$ cat config.mk
export PLATFORM = sky130hd
export DESIGN_NAME = zports_top
export DESIGN_NICKNAME = d
export VERILOG_FILES = /design/src/zports_pkg.sv /design/src/paging_ctrl.sv /design/src/port_decoder.sv /design/src/port_read_mux.sv /design/src/sys_config_regs.sv /design/src/zports_top.sv
export SDC_FILE = /design/constraint.sdc
export NUM_CORES = 1
export LEC_CHECK = 0
export BUFFER_PORTS_ARGS = -buffer_cell sky130_fd_sc_hd__buf_2
export CAP_MARGIN = 20
export CORE_MARGIN = 10
export CORE_UTILIZATION = 35
export DETAILED_ROUTE_END_ITERATION = 8
export MAX_ROUTING_LAYER = met4
export PLACE_DENSITY = 0.64
export SYNTH_ARGS = -nofsm -noshare
export SYNTH_HDL_FRONTEND = slang
export SYNTH_SLANG_ARGS = --single-unit
$ cat constraint.sdc
create_clock -name clk -period 1.8 [get_ports clk]
set_input_delay 0.09 -clock clk [delete_from_list [all_inputs] [get_ports clk]]
set_output_delay 0.09 -clock clk [all_outputs]
set_load 0.02 [all_outputs]
$ cat src/zports_pkg.sv
// port codes, extended register codes, lock modes, widths and reset values
package zports_pkg;

  // low address byte of the ports handled here
  typedef enum logic [7:0] {
    PORT_FE = 8'hFE, // keyboard, tape, border
    PORT_FD = 8'hFD, // 128K paging when a[15] is low
    PORT_XT = 8'hAF  // extended config, register in high byte
  } port_e;

  // high address byte of a #xxAF access
  typedef enum logic [7:0] {
    XT_STATUS    = 8'h00,
    XT_BORDER    = 8'h0F,
    XT_RAMPAGE   = 8'h10, // #10..#13, page number in bits 1:0
    XT_FMADDR    = 8'h15,
    XT_SYSCONF   = 8'h20,
    XT_MEMCONF   = 8'h21,
    XT_INTMASK   = 8'h2A,
    XT_CACHECONF = 8'h2B
  } xt_reg_e;

  // #7FFD lock behaviour, taken from memconf[7:6]
  typedef enum logic [1:0] {
    LOCK_NONE = 2'b00, // full 512K through din[7:6]
    LOCK_128  = 2'b01, // plain 128K
    LOCK_AUTO = 2'b10, // 128K only when the last opcode had d7 == d6
    LOCK_1024 = 2'b11  // d5 used as page bit, no 48K lock
  } lock_mode_e;

  // register widths
  localparam int PAGE_W    = 8;
  localparam int NUM_PAGES = 4;
  localparam int FMADDR_W  = 5;
  localparam int CACHE_W   = 4;

  // reset values
  localparam logic [7:0] MEMCONF_RST = 8'h04; // rom mapping off
  localparam logic [7:0] SYSCONF_RST = 8'h00; // 3.5 MHz
  localparam logic [7:0] INTMASK_RST = 8'h01; // frame int only

  // pages 3..0, page 0 in the low byte
  localparam logic [NUM_PAGES*PAGE_W-1:0] PAGE_RST = {
    8'h00, // page 3
    8'h02, // page 2
    8'h05, // page 1
    8'h00  // page 0
  };

endpackage

$ cat src/paging_ctrl.sv
// RAM page registers, memconf, #7FFD lock logic and opcode-fetch latch
module paging_ctrl #(
  parameter int NUM_PAGES = 4
) (
  input  logic                                    clk,
  input  logic                                    rst,
  input  logic [15:8]                             a,
  input  logic [7:0]                              din,
  input  logic                                    xt_wr,
  input  logic                                    p7ffd_try,
  input  logic                                    opfetch,
  output logic [NUM_PAGES*zports_pkg::PAGE_W-1:0] xt_page,
  output logic [7:0]                              memconf,
  output logic                                    lock48
);

  localparam int LAST = NUM_PAGES - 1; // #7FFD always maps here

  logic [zports_pkg::PAGE_W-1:0] page [NUM_PAGES];
  logic [1:0]                    page_sel;
  logic                          page_hit;
  logic                          memconf_wr;
  logic                          p7ffd_wr;
  logic                          m1_lock;
  logic                          lock128;
  logic [zports_pkg::PAGE_W-1:0] page_7ffd;
  zports_pkg::lock_mode_e        lock_mode;

  assign lock_mode = zports_pkg::lock_mode_e'(memconf[7:6]);

  // #10..#13 share the top six bits
  assign page_sel   = a[9:8];
  assign page_hit   = xt_wr && ({a[15:10], 2'b00} == zports_pkg::XT_RAMPAGE)
                      && (int'(page_sel) < NUM_PAGES);
  assign memconf_wr = xt_wr && (a[15:8] == zports_pkg::XT_MEMCONF);

  assign p7ffd_wr = p7ffd_try && !lock48;

  // last opcode had d7 == d6
  always_ff @(posedge clk)
  begin
    if (rst)
      m1_lock <= 1'b0;
    else if (opfetch)
      m1_lock <= ~(din[7] ^ din[6]);
  end

  always_comb
  begin
    case (lock_mode)
      zports_pkg::LOCK_128:  lock128 = 1'b1;
      zports_pkg::LOCK_AUTO: lock128 = m1_lock;
      default:               lock128 = 1'b0; // none and 1024
    endcase
  end

  // page number built from the #7FFD data byte
  always_comb
  begin
    if (lock_mode == zports_pkg::LOCK_1024)
      page_7ffd = {2'b00, din[5], din[7:6], din[2:0]};
    else
      page_7ffd = {3'b000, lock128 ? 2'b00 : din[7:6], din[2:0]};
  end

  always_ff @(posedge clk)
  begin
    if (rst)
    begin
      memconf <= zports_pkg::MEMCONF_RST;
      for (int i = 0; i < NUM_PAGES; i++)
        page[i] <= zports_pkg::PAGE_RST[i*zports_pkg::PAGE_W +: zports_pkg::PAGE_W];
    end
    else if (p7ffd_wr)
    begin
      memconf[0] <= din[4]; // rom select
      page[LAST] <= page_7ffd;
    end
    else
    begin
      if (page_hit)
        page[page_sel] <= din;
      if (memconf_wr)
        memconf <= din;
    end
  end

  // 48K lock stays set until reset; 1024 mode uses d5 as a page bit instead
  always_ff @(posedge clk)
  begin
    if (rst)
      lock48 <= 1'b0;
    else if (p7ffd_wr && (lock_mode != zports_pkg::LOCK_1024))
      lock48 <= din[5];
  end

  always_comb
  begin
    for (int i = 0; i < NUM_PAGES; i++)
      xt_page[i*zports_pkg::PAGE_W +: zports_pkg::PAGE_W] = page[i];
  end

endmodule

$ cat src/port_decoder.sv
// I/O address decode, write strobes, port hit and bus drive
module port_decoder (
  input  logic [15:0] a,
  input  logic        iowr_s,
  input  logic        iord,
  output logic        xt_wr,
  output logic        p7ffd_try,
  output logic        border_wr,
  output logic        porthit,
  output logic        dataout
);

  logic [7:0] loa;
  logic [7:0] hoa;
  logic       hit_fe;
  logic       hit_xt;
  logic       hit_fd;
  logic       fe_wr;
  logic       xt_border_wr;

  assign loa = a[7:0];
  assign hoa = a[15:8];

  assign hit_fe = (loa == zports_pkg::PORT_FE);
  assign hit_xt = (loa == zports_pkg::PORT_XT);

  // a[15] high on #FD belongs to the AY side
  assign hit_fd = (loa == zports_pkg::PORT_FD) && !a[15];

  assign porthit = hit_fe || hit_xt || hit_fd;

  // drive the data bus only on our own reads
  assign dataout = porthit && iord;

  // write strobes one clk wide like iowr_s
  assign xt_wr     = hit_xt && iowr_s;
  assign p7ffd_try = hit_fd && iowr_s; // lock rule applied in paging_ctrl
  assign fe_wr     = hit_fe && iowr_s;

  // border from #FE or #0FAF
  assign xt_border_wr = xt_wr && (hoa == zports_pkg::XT_BORDER);
  assign border_wr    = fe_wr || xt_border_wr;

endmodule

$ cat src/port_read_mux.sv
// read data selection for #FE and #AF and the power-up status flag
module port_read_mux #(
  parameter int NUM_PAGES = 4
) (
  input  logic                                    clk,
  input  logic [15:0]                             a,
  input  logic                                    iord_s,
  input  logic [4:0]                              keys_in,
  input  logic                                    tape_read,
  input  logic [NUM_PAGES*zports_pkg::PAGE_W-1:0] xt_page,
  output logic [7:0]                              dout
);

  logic [7:0] loa;
  logic [7:0] hoa;
  logic [1:0] page_sel;
  logic       page_rd;
  logic       status_rd;

  // set at configuration only and cleared by the first status read
  logic pwr_up_src  = 1'b1;
  logic pwr_up_flag = 1'b0;

  assign loa      = a[7:0];
  assign hoa      = a[15:8];
  assign page_sel = a[9:8];
  assign page_rd  = ({hoa[7:2], 2'b00} == zports_pkg::XT_RAMPAGE)
                    && (int'(page_sel) < NUM_PAGES);

  assign status_rd = iord_s && (loa == zports_pkg::PORT_XT)
                     && (hoa == zports_pkg::XT_STATUS);

  always_ff @(posedge clk)
  begin
    if (status_rd)
    begin
      pwr_up_flag <= pwr_up_src;
      pwr_up_src  <= 1'b0;
    end
  end

  always_comb
  begin
    dout = 8'hFF; // open bus for anything unknown
    case (loa)
      zports_pkg::PORT_FE:
        dout = {1'b1, tape_read, 1'b0, keys_in};
      zports_pkg::PORT_XT:
      begin
        if (hoa == zports_pkg::XT_STATUS)
          dout = {1'b0, pwr_up_flag, 6'b000000};
        else if (page_rd)
          dout = xt_page[page_sel*zports_pkg::PAGE_W +: zports_pkg::PAGE_W];
      end
      default:
        dout = 8'hFF;
    endcase
  end

endmodule

$ cat src/sys_config_regs.sv
// sysconf, cacheconf, fmaddr and intmask registers
module sys_config_regs (
  input  logic                          clk,
  input  logic                          rst,
  input  logic [15:8]                   a,
  input  logic [7:0]                    din,
  input  logic                          xt_wr,
  output logic [7:0]                    sysconf,
  output logic [zports_pkg::CACHE_W-1:0] cacheconf,
  output logic [zports_pkg::FMADDR_W-1:0] fmaddr,
  output logic [7:0]                    intmask
);

  logic sysconf_wr;
  logic cacheconf_wr;
  logic fmaddr_wr;
  logic intmask_wr;

  assign sysconf_wr   = xt_wr && (a[15:8] == zports_pkg::XT_SYSCONF);
  assign cacheconf_wr = xt_wr && (a[15:8] == zports_pkg::XT_CACHECONF);
  assign fmaddr_wr    = xt_wr && (a[15:8] == zports_pkg::XT_FMADDR);
  assign intmask_wr   = xt_wr && (a[15:8] == zports_pkg::XT_INTMASK);

  always_ff @(posedge clk)
  begin
    if (rst)
    begin
      sysconf   <= zports_pkg::SYSCONF_RST;
      cacheconf <= '0;                    // cache off
      intmask   <= zports_pkg::INTMASK_RST;
      fmaddr[4] <= 1'b0;                  // fm window closed and address bits kept
    end
    else
    begin
      if (sysconf_wr)
      begin
        sysconf   <= din;
        cacheconf <= {zports_pkg::CACHE_W{din[2]}}; // cache follows turbo bit
      end
      if (cacheconf_wr)
        cacheconf <= din[zports_pkg::CACHE_W-1:0];
      if (fmaddr_wr)
        fmaddr <= din[zports_pkg::FMADDR_W-1:0];
      if (intmask_wr)
        intmask <= din;
    end
  end

endmodule

$ cat src/zports_top.sv
// system port block top level with decoder, paging, config registers and read mux
module zports_top #(
  parameter int NUM_PAGES = zports_pkg::NUM_PAGES
) (
  input  logic                                    clk,
  input  logic                                    rst,
  input  logic [15:0]                             a,
  input  logic [7:0]                              din,
  input  logic                                    iowr_s,
  input  logic                                    iord_s,
  input  logic                                    iord,
  input  logic                                    opfetch,
  input  logic [4:0]                              keys_in,
  input  logic                                    tape_read,
  output logic [7:0]                              dout,
  output logic                                    porthit,
  output logic                                    dataout,
  output logic                                    border_wr,
  output logic [NUM_PAGES*zports_pkg::PAGE_W-1:0] xt_page,
  output logic [7:0]                              memconf,
  output logic [7:0]                              sysconf,
  output logic [zports_pkg::CACHE_W-1:0]          cacheconf,
  output logic [zports_pkg::FMADDR_W-1:0]         fmaddr,
  output logic [7:0]                              intmask,
  output logic                                    lock48
);

  logic xt_wr;     // any #xxAF write
  logic p7ffd_try; // #7FFD write before the lock check

  port_decoder port_decoder_inst (
    .a         (a),
    .iowr_s    (iowr_s),
    .iord      (iord),
    .xt_wr     (xt_wr),
    .p7ffd_try (p7ffd_try),
    .border_wr (border_wr),
    .porthit   (porthit),
    .dataout   (dataout)
  );

  paging_ctrl #(
    .NUM_PAGES (NUM_PAGES)
  ) paging_ctrl_inst (
    .clk       (clk),
    .rst       (rst),
    .a         (a[15:8]),
    .din       (din),
    .xt_wr     (xt_wr),
    .p7ffd_try (p7ffd_try),
    .opfetch   (opfetch),
    .xt_page   (xt_page),
    .memconf   (memconf),
    .lock48    (lock48)
  );

  sys_config_regs sys_config_regs_inst (
    .clk       (clk),
    .rst       (rst),
    .a         (a[15:8]),
    .din       (din),
    .xt_wr     (xt_wr),
    .sysconf   (sysconf),
    .cacheconf (cacheconf),
    .fmaddr    (fmaddr),
    .intmask   (intmask)
  );

  port_read_mux #(
    .NUM_PAGES (NUM_PAGES)
  ) port_read_mux_inst (
    .clk       (clk),
    .a         (a),
    .iord_s    (iord_s),
    .keys_in   (keys_in),
    .tape_read (tape_read),
    .xt_page   (xt_page),
    .dout      (dout)
  );

endmodule
==> results of run 1 <==
## final cells by class
| class | count | area (µm²) | area share |
|---|---|---|---|
| diodes | 1 | 2.50 | 0.000545 |
| repair buffers | 158 | 958 | 0.209 |
| clock buffers | 12 | 135 | 0.0294 |
| multi-input cells | 230 | 1590 | 0.346 |
| flip-flops and latches | 67 | 1700 | 0.370 |
| inverters | 8 | 30.0 | 0.00653 |
| well taps | 129 | 161 | 0.0351 |
| clock inverters | 4 | 17.5 | 0.00381 |
## logic make-up (layout without fill, tap and decap cells)
family          Yosys count  count (layout)
flops                    67              67
simple gates            137             137
compound gates           78              78
xor+xnor                  1               1
fa+ha+maj                 3               3
buf+inv                  29             182
mux                      11              11
other cells               0               1
## power by group
part           leakage [nW]  internal (W)  switching (W)
sequential            0.591       0.00165      0.0000256
combinational          1.20      0.000163       0.000239
clock                0.0792      0.000487       0.000546
total                  1.87       0.00230       0.000810
## path summary, 6_finish.rpt
path | cells after the start | end | slack [ns] | startpoint
min reg2reg | 2 | sys_config_regs_inst.sysconf[0] | 0.47 | sys_config_regs_inst.sysconf[0]
min | 3 | paging_ctrl_inst.m1_lock | 0.0008 | opfetch
max | 4 | dout[4] | -0.35 | paging_ctrl_inst.page[3][4]
max reg2reg | 6 | paging_ctrl_inst.page[2][4] | 0.10 | paging_ctrl_inst.memconf[6]
## stage by stage
stage          hold WS [ns]  TNS, ns  cell area [µm²]
4_1_cts             0.00588    -2.15             4580
2_1_floorplan         0.189        0             3410
6_report           0.000791    -2.15             4600
5_1_grt              0.0385    -2.52             4600
3_3_place_gp          0.355   -0.887             4340
3_5_place_dp          0.353    -1.36             4340
## per-layer routing
layer  vias up  part of all wire
met1      1567              0.45
met5         -                 0
met4         0             0.016
li1       1549                 -
met2       115              0.48
met3        20             0.057
## timing repair
action                                  4_1_cts  5_1_grt
buffers inserted                              7        0
endpoints found under the setup margin       11        8
resized for setup                            11        3
pin swaps                                     1        0
## flip-flops by register name (all words and copies together) (netlist names)
| register | count |
|---|---|
| paging_ctrl_inst.lock48 | 1 |
| sys_config_regs_inst.cacheconf | 4 |
| sys_config_regs_inst.fmaddr | 5 |
| sys_config_regs_inst.intmask | 8 |
| paging_ctrl_inst.page | 32 |
| sys_config_regs_inst.sysconf | 8 |
| paging_ctrl_inst.m1_lock | 1 |
| paging_ctrl_inst.memconf | 8 |
## cells in the mapped netlist (7+ instances only)
library cell | number | area (µm²)
nand2b_1 | 7 | 43.8
nand3_1 | 21 | 105
o21ai_0 | 24 | 120
nand4_1 | 12 | 75.1
or3_1 | 8 | 50.1
edfxtp_1 | 36 | 1080
clkbuf_1 | 13 | 48.8
and3_1 | 8 | 50.1
and2_1 | 18 | 113
a21oi_1 | 27 | 135
nor2_1 | 19 | 71.3
dfxtp_1 | 31 | 621
inv_1 | 8 | 30.0
mux4_2 | 8 | 180
## worst max-delay path, cell delays in order (launching register included)
cell and delay (ns):
edfxtp_1 0.42, mux4_2 0.50, or3_1 0.33, a221o_1 0.30, buf_2 0.16
## placed cells by master (no fill, tap or decap), drive strengths merged, types with 6 or more instances in the layout
cell type,netlist,routed
buf,7,158
edfxtp,36,36
dfxtp,31,31
a21oi,27,27
o21ai,24,24
nand3,21,21
nor2,19,19
and2,18,18
nand4,12,12
clkbuf,14,12
inv,8,8
mux4,8,8
and3,8,8
or3,8,8
nand2b,7,7
a221o,6,6
nor2b,6,6
nor4,6,6
nor3,6,6
==> run_summary.xml, run 1 <==
<?xml version="1.0" encoding="UTF-8"?>
<metrics>
  <group name="sta">
    <metric name="tightestPinTransition" unit="ns">0.534</metric>
    <metric name="final.period_utilization" unit="">1.19</metric>
    <metric name="slew_headroom" unit="">0.644</metric>
    <metric name="timing_hold_violations_final" unit="">0</metric>
    <metric name="finalClockSkew" unit="ns">0.00644</metric>
    <metric name="grt_setup_unrepaired" unit="">yes</metric>
    <metric name="smallest_setup_slack_after_layout" unit="ns">-0.346</metric>
    <metric name="max_clock_freq" unit="MHz">466</metric>
    <metric name="final-setup-viol-count" unit="">7</metric>
    <metric name="report.final.slew_viol_count" unit="">0</metric>
    <metric name="clock_period_minus_final_worst_setup_slack" unit="ns">2.15</metric>
  </group>
  <group name="placement">
    <metric name="dp_hpwl" unit="mm">8.96</metric>
    <metric name="place_inst" unit="">585</metric>
    <metric name="io_buffer_count" unit="">111</metric>
    <metric name="placer_s_final_routability_congestion_estimate" unit="">0.896</metric>
    <metric name="dp_worst_setup_slack" unit="ns">-0.112</metric>
  </group>
  <group name="status">
    <metric name="failed_checks" unit="">setup timing</metric>
    <metric name="run_status" unit="">complete, but fails checks</metric>
  </group>
  <group name="synth">
    <metric name="synth-adder-area-share" unit="">0.0110</metric>
    <metric name="yosysWarnings" unit="">0</metric>
    <metric name="synth_simple_gate_area_frac" unit="">0.247</metric>
    <metric name="synth-compound-area-share" unit="">0.141</metric>
    <metric name="netlist_area" unit="µm²">3410</metric>
    <metric name="synth_nets" unit="">365</metric>
    <metric name="combinational_family_with_the_most_area_after_synthesis" unit="">simple AND/OR/NAND/NOR gates</metric>
    <metric name="synth_seq_area_share" unit="">0.499</metric>
    <metric name="synth.avg_cell_area" unit="µm²">10.5</metric>
    <metric name="synthesis.instances" unit="">326</metric>
    <metric name="synth-main-ff-cell" unit="">edfxtp_1</metric>
    <metric name="ys_ff_latch" unit="">67</metric>
    <metric name="post_synthesis_share_of_cell_area_spent_on_xor_and_xnor_gates" unit="">0.00257</metric>
    <metric name="async_flop_share" unit="">0</metric>
    <metric name="synth.area.mux_share" unit="">0.0617</metric>
    <metric name="synth.lib_cells_used.distinct" unit="">52</metric>
    <metric name="synth_edf_count" unit="">36</metric>
  </group>
  <group name="clock_tree">
    <metric name="cts-root-buf" unit="">clkbuf_8</metric>
    <metric name="cts.sinks" unit="">67</metric>
    <metric name="numCtsBuffers" unit="">9</metric>
    <metric name="post_cts_hold_fix_bufs" unit="">0</metric>
    <metric name="h-tree-depth" unit="">3</metric>
    <metric name="clk-insertion-delay-late" unit="ns">0.34</metric>
    <metric name="clockBufferDepth" unit="">2</metric>
    <metric name="clkSlewWorstSetupHoldPaths" unit="ns">0.07</metric>
    <metric name="cts_tree" unit="">done</metric>
  </group>
  <group name="floorplanning">
    <metric name="die_height" unit="µm">119</metric>
    <metric name="horiz_die_dim" unit="µm">119</metric>
    <metric name="fp-row-count" unit="">35</metric>
    <metric name="die_area" unit="µm²">14100</metric>
    <metric name="design.portCount" unit="">113</metric>
    <metric name="floorplan.core_area" unit="µm²">9370</metric>
    <metric name="floorplan.initialDensity" unit="">0.364</metric>
  </group>
  <group name="global_routing">
    <metric name="global_route.usage.met1" unit="">0.208</metric>
    <metric name="vias_in_the_first_global_route" unit="">3206</metric>
    <metric name="gr-usage-met3" unit="">0.0338</metric>
    <metric name="global_route_track_usage_on_met2" unit="">0.258</metric>
    <metric name="grt_pass1_wl" unit="mm">18.0</metric>
    <metric name="grt_start_max_net_pins" unit="">41</metric>
    <metric name="global_route.peak_usage_layer" unit="">met2</metric>
    <metric name="antenna_found_initial" unit="">1</metric>
    <metric name="overflow" unit="">0</metric>
    <metric name="grt_util_all_layers" unit="">0.165</metric>
  </group>
  <group name="route">
    <metric name="dr_total_vias" unit="">3251</metric>
    <metric name="postRouteAntennaNets" unit="">0</metric>
    <metric name="firstDrtPassIters" unit="">5</metric>
    <metric name="drt_drc_violations_left" unit="">0</metric>
    <metric name="avgRoutedWirePerCell" unit="µm">19.2</metric>
    <metric name="drt_iter0_drc" unit="">341</metric>
    <metric name="wirelength" unit="mm">11.7</metric>
    <metric name="routed_via_count_divided_by_cell_count" unit="">5.34</metric>
  </group>
  <group name="pwr">
    <metric name="post_layout_total_power" unit="W">0.00311</metric>
    <metric name="power_leakage" unit="nW">1.87</metric>
    <metric name="max-vdd-ir-drop" unit="V">0.000319</metric>
    <metric name="power_per_cell_area" unit="nW/µm²">676</metric>
  </group>
  <group name="finish">
    <metric name="area_delta_synth_final" unit="%">34.8</metric>
    <metric name="instances_no_fill" unit="">609</metric>
    <metric name="nFillCells" unit="">913</metric>
    <metric name="finalNetCount" unit="">513</metric>
    <metric name="fin_util" unit="">0.490</metric>
    <metric name="layout-drive-gt1-share" unit="">0.395</metric>
  </group>
  <group name="run">
    <metric name="max_cap_viol_count" unit="">0</metric>
  </group>
  <group name="critical_path">
    <metric name="timing.critical_path.from_type" unit="">register</metric>
    <metric name="required" unit="ns">1.71</metric>
    <metric name="worstPathMaxFanout" unit="">2</metric>
    <metric name="setup.worst_path.end_class" unit="">output pin</metric>
    <metric name="worst-endpoint-arrival" unit="ns">2.06</metric>
    <metric name="timing_worst_setup_path_type" unit="">register to output pin</metric>
  </group>
  <group name="min_path">
    <metric name="worstHoldPathType" unit="">input port to register</metric>
  </group>
</metrics>
No activity file was read; power rests on OpenSTA's default activity.
==> inputs of run 2 (changes only) <==
--- a/config.mk
+++ b/config.mk
@@ -15,3 +15,4 @@
 export SYNTH_ARGS = -nofsm -noshare
 export SYNTH_HDL_FRONTEND = slang
 export SYNTH_SLANG_ARGS = --single-unit
+export TNS_END_PERCENT = 30
==> run 2 against run 1 <==
Compared with the run above:
- the run still ends with setup timing left
- worst hold slack improved by 0.0048 ns
- sequential share of layout area rose by 0.45 points
- register-to-register slack about the same
- via count down 0.58%
- fmax rose by 0.62%
- combinational power down 2%
- setup slack better by 0.013 ns
- global-route usage about the same
- final area shrank 1.2%
- first-iteration DRC count up 10%
==> run_summary.xml, run 2 (synthesis gave the netlist of run 1 again) <==
<?xml version="1.0" encoding="UTF-8"?>
<metrics>
  <group name="sta">
    <metric name="tightestPinTransition" unit="ns">0.536</metric>
    <metric name="slew_headroom" unit="">0.643</metric>
    <metric name="final.period_utilization" unit="">1.19</metric>
    <metric name="max_clock_freq" unit="MHz">469</metric>
    <metric name="report.final.slew_viol_count" unit="">0</metric>
    <metric name="timing_hold_violations_final" unit="">0</metric>
    <metric name="clock_period_minus_final_worst_setup_slack" unit="ns">2.13</metric>
    <metric name="final-setup-viol-count" unit="">7</metric>
    <metric name="grt_setup_unrepaired" unit="">yes</metric>
    <metric name="finalClockSkew" unit="ns">0.00754</metric>
    <metric name="smallest_setup_slack_after_layout" unit="ns">-0.333</metric>
  </group>
  <group name="finish">
    <metric name="seq_area" unit="µm²">1700</metric>
    <metric name="largest_register_ffs" unit="">32</metric>
    <metric name="nFillCells" unit="">917</metric>
    <metric name="largest_register" unit="">paging_ctrl_inst.page</metric>
    <metric name="multi_input_comb_area" unit="µm²">1590</metric>
    <metric name="mostFrequentLayoutCell" unit="">buf_2</metric>
    <metric name="layout-drive-gt1-share" unit="">0.390</metric>
    <metric name="instances_no_fill" unit="">604</metric>
    <metric name="area_delta_synth_final" unit="%">33.2</metric>
    <metric name="finalNetCount" unit="">508</metric>
    <metric name="most-common-layout-cells" unit="">108 x buf_2, 42 x buf_4, 36 x edfxtp_1</metric>
  </group>
  <group name="placement">
    <metric name="placer_s_final_routability_congestion_estimate" unit="">0.896</metric>
    <metric name="place_inst" unit="">585</metric>
    <metric name="dp_worst_setup_slack" unit="ns">-0.112</metric>
    <metric name="io_buffer_count" unit="">111</metric>
    <metric name="dp_hpwl" unit="mm">8.96</metric>
  </group>
  <group name="route">
    <metric name="drt_iter0_drc" unit="">376</metric>
    <metric name="drt_drc_violations_left" unit="">0</metric>
    <metric name="dr_total_vias" unit="">3232</metric>
    <metric name="firstDrtPassIters" unit="">4</metric>
    <metric name="wirelength" unit="mm">11.6</metric>
    <metric name="avgRoutedWirePerCell" unit="µm">19.3</metric>
    <metric name="routed_via_count_divided_by_cell_count" unit="">5.35</metric>
    <metric name="postRouteAntennaNets" unit="">0</metric>
  </group>
  <group name="floorplanning">
    <metric name="floorplan.initialDensity" unit="">0.364</metric>
    <metric name="floorplan.core_area" unit="µm²">9370</metric>
    <metric name="design.portCount" unit="">113</metric>
    <metric name="fp-row-count" unit="">35</metric>
    <metric name="die_area" unit="µm²">14100</metric>
    <metric name="die_height" unit="µm">119</metric>
    <metric name="horiz_die_dim" unit="µm">119</metric>
  </group>
  <group name="clock_tree">
    <metric name="cts-root-buf" unit="">clkbuf_8</metric>
    <metric name="clk-insertion-delay-late" unit="ns">0.34</metric>
    <metric name="numCtsBuffers" unit="">9</metric>
    <metric name="post_cts_hold_fix_bufs" unit="">0</metric>
    <metric name="cts_tree" unit="">done</metric>
    <metric name="cts.sinks" unit="">67</metric>
    <metric name="h-tree-depth" unit="">3</metric>
    <metric name="clkSlewWorstSetupHoldPaths" unit="ns">0.07</metric>
    <metric name="clockBufferDepth" unit="">2</metric>
  </group>
  <group name="global_routing">
    <metric name="grt_pass1_wl" unit="mm">18.0</metric>
    <metric name="vias_in_the_first_global_route" unit="">3189</metric>
    <metric name="grt_start_max_net_pins" unit="">41</metric>
    <metric name="antenna_found_initial" unit="">1</metric>
    <metric name="overflow" unit="">0</metric>
    <metric name="grt_util_all_layers" unit="">0.164</metric>
  </group>
  <group name="critical_path">
    <metric name="cells_traversed_along_the_worst_timing_path" unit="">mux4_2 &gt; or3_4 &gt; a221o_1 &gt; buf_4</metric>
    <metric name="worst-endpoint-arrival" unit="ns">2.04</metric>
    <metric name="timing.critical_path.from_type" unit="">register</metric>
    <metric name="ff2ff_path_depth" unit="">6</metric>
    <metric name="reg2reg_from" unit="">paging_ctrl_inst.memconf[6]</metric>
    <metric name="crit_start" unit="">paging_ctrl_inst.page[2][1]</metric>
    <metric name="required" unit="ns">1.71</metric>
    <metric name="cp-endpoint" unit="">dout[1]</metric>
    <metric name="timing.critical_path.slowest_cell_delay" unit="ns">0.50</metric>
    <metric name="rr_endpoint" unit="">paging_ctrl_inst.page[2][4]</metric>
    <metric name="timing_worst_setup_path_type" unit="">register to output pin</metric>
    <metric name="worstPathMaxFanout" unit="">2</metric>
    <metric name="worst-r2r-setup-slack" unit="ns">0.10</metric>
    <metric name="setup.worst_path.end_class" unit="">output pin</metric>
    <metric name="timing.critical_path.slowest_stage_cell" unit="">mux4_2</metric>
  </group>
  <group name="pwr">
    <metric name="switching_share_of_power" unit="">0.260</metric>
    <metric name="combinational_power_share" unit="">0.127</metric>
    <metric name="power_leakage" unit="nW">1.84</metric>
    <metric name="share_seq_of_total_power" unit="">0.541</metric>
    <metric name="clkPwrFrac" unit="">0.333</metric>
    <metric name="power_per_cell_area" unit="nW/µm²">681</metric>
    <metric name="p_sw" unit="W">0.000804</metric>
    <metric name="p_int" unit="W">0.00229</metric>
    <metric name="max-vdd-ir-drop" unit="V">0.000311</metric>
  </group>
  <group name="status">
    <metric name="failed_checks" unit="">setup timing</metric>
    <metric name="run_status" unit="">complete, but fails checks</metric>
  </group>
  <group name="min_path">
    <metric name="worstHoldPathType" unit="">input port to register</metric>
  </group>
  <group name="run">
    <metric name="max_cap_viol_count" unit="">0</metric>
  </group>
</metrics>
## run 2: how the worst min path moves through the flow
stage | start | to | slack (ns) | cells after the start
after global routing | opfetch | paging_ctrl_inst.m1_lock | 0.04 | 3
after global placement | opfetch | paging_ctrl_inst.m1_lock | 0.35 | 3
final | opfetch | paging_ctrl_inst.m1_lock | 0.006 | 3
after CTS | opfetch | paging_ctrl_inst.m1_lock | 0.006 | 3
after floorplan | din[0] | sys_config_regs_inst.fmaddr[0] | 0.19 | 0
after detailed placement | opfetch | paging_ctrl_inst.m1_lock | 0.35 | 3
## run 2: metrics by stage
stage	hold WS [ns]	util	total power (W)	cell area, µm²	setup TNS (ns)
2_1_floorplan	0.189	-	0.00188	3410	0
3_3_place_gp	0.355	0.463	0.00209	4340	-0.887
3_5_place_dp	0.353	0.463	0.00209	4340	-1.36
4_1_cts	0.00588	0.483	0.00311	4520	-2.21
5_1_grt	0.0385	0.485	0.00319	4540	-2.57
6_report	0.00563	0.485	0.00309	4540	-2.17
## run 2: critical path, delay by kind of cell (launching register included)
family / cells / cell delay, ns
DFF: 1 / 0.43
and+or+nand+nor: 1 / 0.33
muxes: 1 / 0.50
AOI/OAI and AO/OA: 1 / 0.29
buffers and inverters: 1 / 0.16
## run 2: power groups by stage
| stage | sequential (W) | clock (W) | combinational (W) |
|---|---|---|---|
| 2_1_floorplan | 0.00175 | 0 | 0.000137 |
| 3_3_place_gp | 0.00170 | 0 | 0.000380 |
| 3_5_place_dp | 0.00171 | 0 | 0.000385 |
| 4_1_cts | 0.00167 | 0.00104 | 0.000390 |
| 5_1_grt | 0.00168 | 0.00109 | 0.000419 |
| 6_report | 0.00167 | 0.00103 | 0.000392 |
## run 2: routing by layer
layer  wire (µm)  GRT usage  vias to the layer above
li1            -          -                     1531
met1        5170      0.207                     1551
met2        5580      0.257                      135
met3         742     0.0333                       15
met4         159     0.0550                        0
met5           0          -                        -
## run 2: repair_timing
| action | in CTS | in global routing |
|---|---|---|
| gates resized for setup | 5 | 3 |
| cloned | 0 | 0 |
| endpoints found under the setup margin | 11 | 8 |
| pin swaps | 1 | 0 |
| buffers inserted | 2 | 0 |
## run 2: area by class of cell
class | count | share of cell area
multi-input cells | 230 | 0.351
clock inverters | 4 | 0.00386
clock buffers | 12 | 0.0298
well taps | 129 | 0.0355
flip-flops and latches | 67 | 0.375
diodes | 1 | 0.000551
repair buffers | 153 | 0.198
inverters | 8 | 0.00661
==> inputs of run 3 (changes only) <==
==> constraint.sdc (replaced) <==
create_clock -name clk -period 1.8 [get_ports clk]
set_input_delay 0.09 -clock clk [delete_from_list [all_inputs] [get_ports clk]]
set_output_delay 0.09 -clock clk [all_outputs]
set_load 0.01 [all_outputs]
==> run 3 against run 2 <==
Compared with the run above:
- the flow still finishes with violations (setup timing)
- setup slack improved by 0.012 ns
- flip-flop and latch count stayed put
- clock power about the same
- clock skew shrank 0.0033 ns
- first-iteration DRC count shrank 6.4%
- global-route usage about the same
- via count down 0.74%
- fmax is 0.56% higher
- routed wire length shrank 1.2%
- critical path depth did not move
- clock-buffer cell count grew 1
- critical endpoint is now dout[4]
- largest power group unchanged
- highest routed layer unchanged
==> run_summary.xml, run 3 (synthesis gave the netlist of run 1 again) <==
<?xml version="1.0" encoding="UTF-8"?>
<metrics>
  <group name="sta">
    <metric name="max_clock_freq" unit="MHz">471</metric>
    <metric name="tightestPinTransition" unit="ns">0.514</metric>
    <metric name="finalClockSkew" unit="ns">0.00421</metric>
    <metric name="grt_setup_unrepaired" unit="">yes</metric>
    <metric name="report.final.slew_viol_count" unit="">0</metric>
    <metric name="setup-tns-final" unit="ns">-1.96</metric>
    <metric name="clock_period_minus_final_worst_setup_slack" unit="ns">2.12</metric>
    <metric name="timing_hold_violations_final" unit="">0</metric>
    <metric name="smallest_setup_slack_after_layout" unit="ns">-0.321</metric>
    <metric name="final-setup-viol-count" unit="">7</metric>
    <metric name="final.period_utilization" unit="">1.18</metric>
    <metric name="slew_headroom" unit="">0.658</metric>
  </group>
  <group name="finish">
    <metric name="finalNetCount" unit="">506</metric>
    <metric name="largest_register_ffs" unit="">32</metric>
    <metric name="mostFrequentLayoutCell" unit="">buf_2</metric>
    <metric name="nFillCells" unit="">937</metric>
    <metric name="area_delta_synth_final" unit="%">33.0</metric>
    <metric name="layout-drive-gt1-share" unit="">0.394</metric>
    <metric name="largest_register" unit="">paging_ctrl_inst.page</metric>
    <metric name="most-common-layout-cells" unit="">111 x buf_2, 38 x buf_4, 36 x edfxtp_1</metric>
  </group>
  <group name="clock_tree">
    <metric name="cts_tree" unit="">done</metric>
    <metric name="clockBufferDepth" unit="">2</metric>
    <metric name="clk-insertion-delay-late" unit="ns">0.32</metric>
    <metric name="clkSlewWorstSetupHoldPaths" unit="ns">0.07</metric>
    <metric name="post_cts_hold_fix_bufs" unit="">0</metric>
    <metric name="numCtsBuffers" unit="">9</metric>
    <metric name="cts.sinks" unit="">67</metric>
    <metric name="h-tree-depth" unit="">3</metric>
    <metric name="cts-root-buf" unit="">clkbuf_8</metric>
  </group>
  <group name="min_path">
    <metric name="worstHoldPathType" unit="">input port to register</metric>
  </group>
  <group name="pwr">
    <metric name="power_per_cell_area" unit="nW/µm²">672</metric>
    <metric name="power_leakage" unit="nW">1.82</metric>
    <metric name="max-vdd-ir-drop" unit="V">0.000351</metric>
  </group>
  <group name="global_routing">
    <metric name="grt_util_all_layers" unit="">0.164</metric>
    <metric name="grt_pass1_wl" unit="mm">18.0</metric>
    <metric name="grt_start_max_net_pins" unit="">41</metric>
    <metric name="overflow" unit="">0</metric>
    <metric name="antenna_found_initial" unit="">1</metric>
    <metric name="vias_in_the_first_global_route" unit="">3179</metric>
  </group>
  <group name="critical_path">
    <metric name="timing.critical_path.from_type" unit="">register</metric>
    <metric name="worstPathMaxFanout" unit="">2</metric>
    <metric name="timing_worst_setup_path_type" unit="">register to output pin</metric>
    <metric name="worst-endpoint-arrival" unit="ns">2.03</metric>
    <metric name="setup.worst_path.end_class" unit="">output pin</metric>
    <metric name="required" unit="ns">1.71</metric>
  </group>
  <group name="route">
    <metric name="postRouteAntennaNets" unit="">0</metric>
    <metric name="drt_iter0_drc" unit="">352</metric>
    <metric name="dr_total_vias" unit="">3208</metric>
    <metric name="wirelength" unit="mm">11.5</metric>
    <metric name="drt_drc_violations_left" unit="">0</metric>
    <metric name="firstDrtPassIters" unit="">4</metric>
    <metric name="routed_via_count_divided_by_cell_count" unit="">5.33</metric>
    <metric name="avgRoutedWirePerCell" unit="µm">19.1</metric>
  </group>
  <group name="floorplanning">
    <metric name="horiz_die_dim" unit="µm">119</metric>
    <metric name="floorplan.core_area" unit="µm²">9370</metric>
    <metric name="floorplan.initialDensity" unit="">0.364</metric>
    <metric name="die_height" unit="µm">119</metric>
    <metric name="fp-row-count" unit="">35</metric>
    <metric name="die_area" unit="µm²">14100</metric>
    <metric name="design.portCount" unit="">113</metric>
  </group>
  <group name="status">
    <metric name="failed_checks" unit="">setup timing</metric>
    <metric name="run_status" unit="">complete, but fails checks</metric>
  </group>
  <group name="placement">
    <metric name="dp_worst_setup_slack" unit="ns">-0.100</metric>
    <metric name="dp_hpwl" unit="mm">8.90</metric>
    <metric name="io_buffer_count" unit="">111</metric>
    <metric name="placer_s_final_routability_congestion_estimate" unit="">0.909</metric>
  </group>
  <group name="run">
    <metric name="max_cap_viol_count" unit="">0</metric>
  </group>
</metrics>
run 3: cell count changes in the layout (fill, tap and decap cells not counted), sizes merged:
cell	change
clkbuf	+1
clkinv	-1
buf	-2
run 3: metrics by stage:
step                      cells  instance area [µm²]  hold WS [ns]  power [W]  utilization
after global placement      580                 4310         0.351    0.00205        0.460
final                       602                 4530        0.0271    0.00305        0.484
after global routing        602                 4530        0.0289    0.00317        0.484
after CTS                   598                 4490        0.0128    0.00306        0.479
after detailed placement    580                 4310         0.361    0.00205        0.460
after floorplan             326                 3410         0.189    0.00185            -
run 3: worst max-delay path, stage by stage (launching register included):
cell      delay (ns)
edfxtp_1        0.41
mux4_2          0.50
or3_1           0.34
a221o_1         0.31
buf_2           0.15
run 3: worst paths after layout:
| kind | startpoint | end | slack, ns | depth (start not counted) |
|---|---|---|---|---|
| min reg2reg | sys_config_regs_inst.intmask[4] | sys_config_regs_inst.intmask[4] | 0.47 | 2 |
| min | opfetch | paging_ctrl_inst.m1_lock | 0.03 | 3 |
| max reg2reg | paging_ctrl_inst.memconf[6] | paging_ctrl_inst.page[2][3] | 0.11 | 6 |
| max | paging_ctrl_inst.page[0][4] | dout[4] | -0.32 | 4 |
run 3: what timing repair did:
item	in CTS	in global routing
gates cloned	0	0
pin swaps	0	1
endpoints found under the setup margin	13	10
gates resized for setup	2	3
buffers inserted	2	3
run 3: metal layers:
metal / vias to the layer above / track usage / routed length [µm]
met1: 1530 / 0.208 / 5000
met3: 11 / 0.0409 / 943
met5: - / - / 0
met2: 140 / 0.250 / 5380
met4: 0 / 0.0565 / 176
li1: 1527 / - / -
run 3: cell type report:
class / instances / area [µm²] / share of cell area
flip-flops and latches: 67 / 1700 / 0.375
diodes: 1 / 2.50 / 0.000552
clock inverters: 3 / 15.0 / 0.00331
multi-input cells: 230 / 1600 / 0.353
clock buffers: 13 / 139 / 0.0306
well taps: 129 / 161 / 0.0356
repair buffers: 151 / 881 / 0.194
inverters: 8 / 30.0 / 0.00663
run 3: power breakdown:
part           total, W  switching [W]  internal [W]  leakage [nW]
Combinational  0.000363       0.000209      0.000154          1.15
Sequential      0.00167      0.0000240       0.00165         0.591
Clock           0.00101       0.000518      0.000495        0.0812
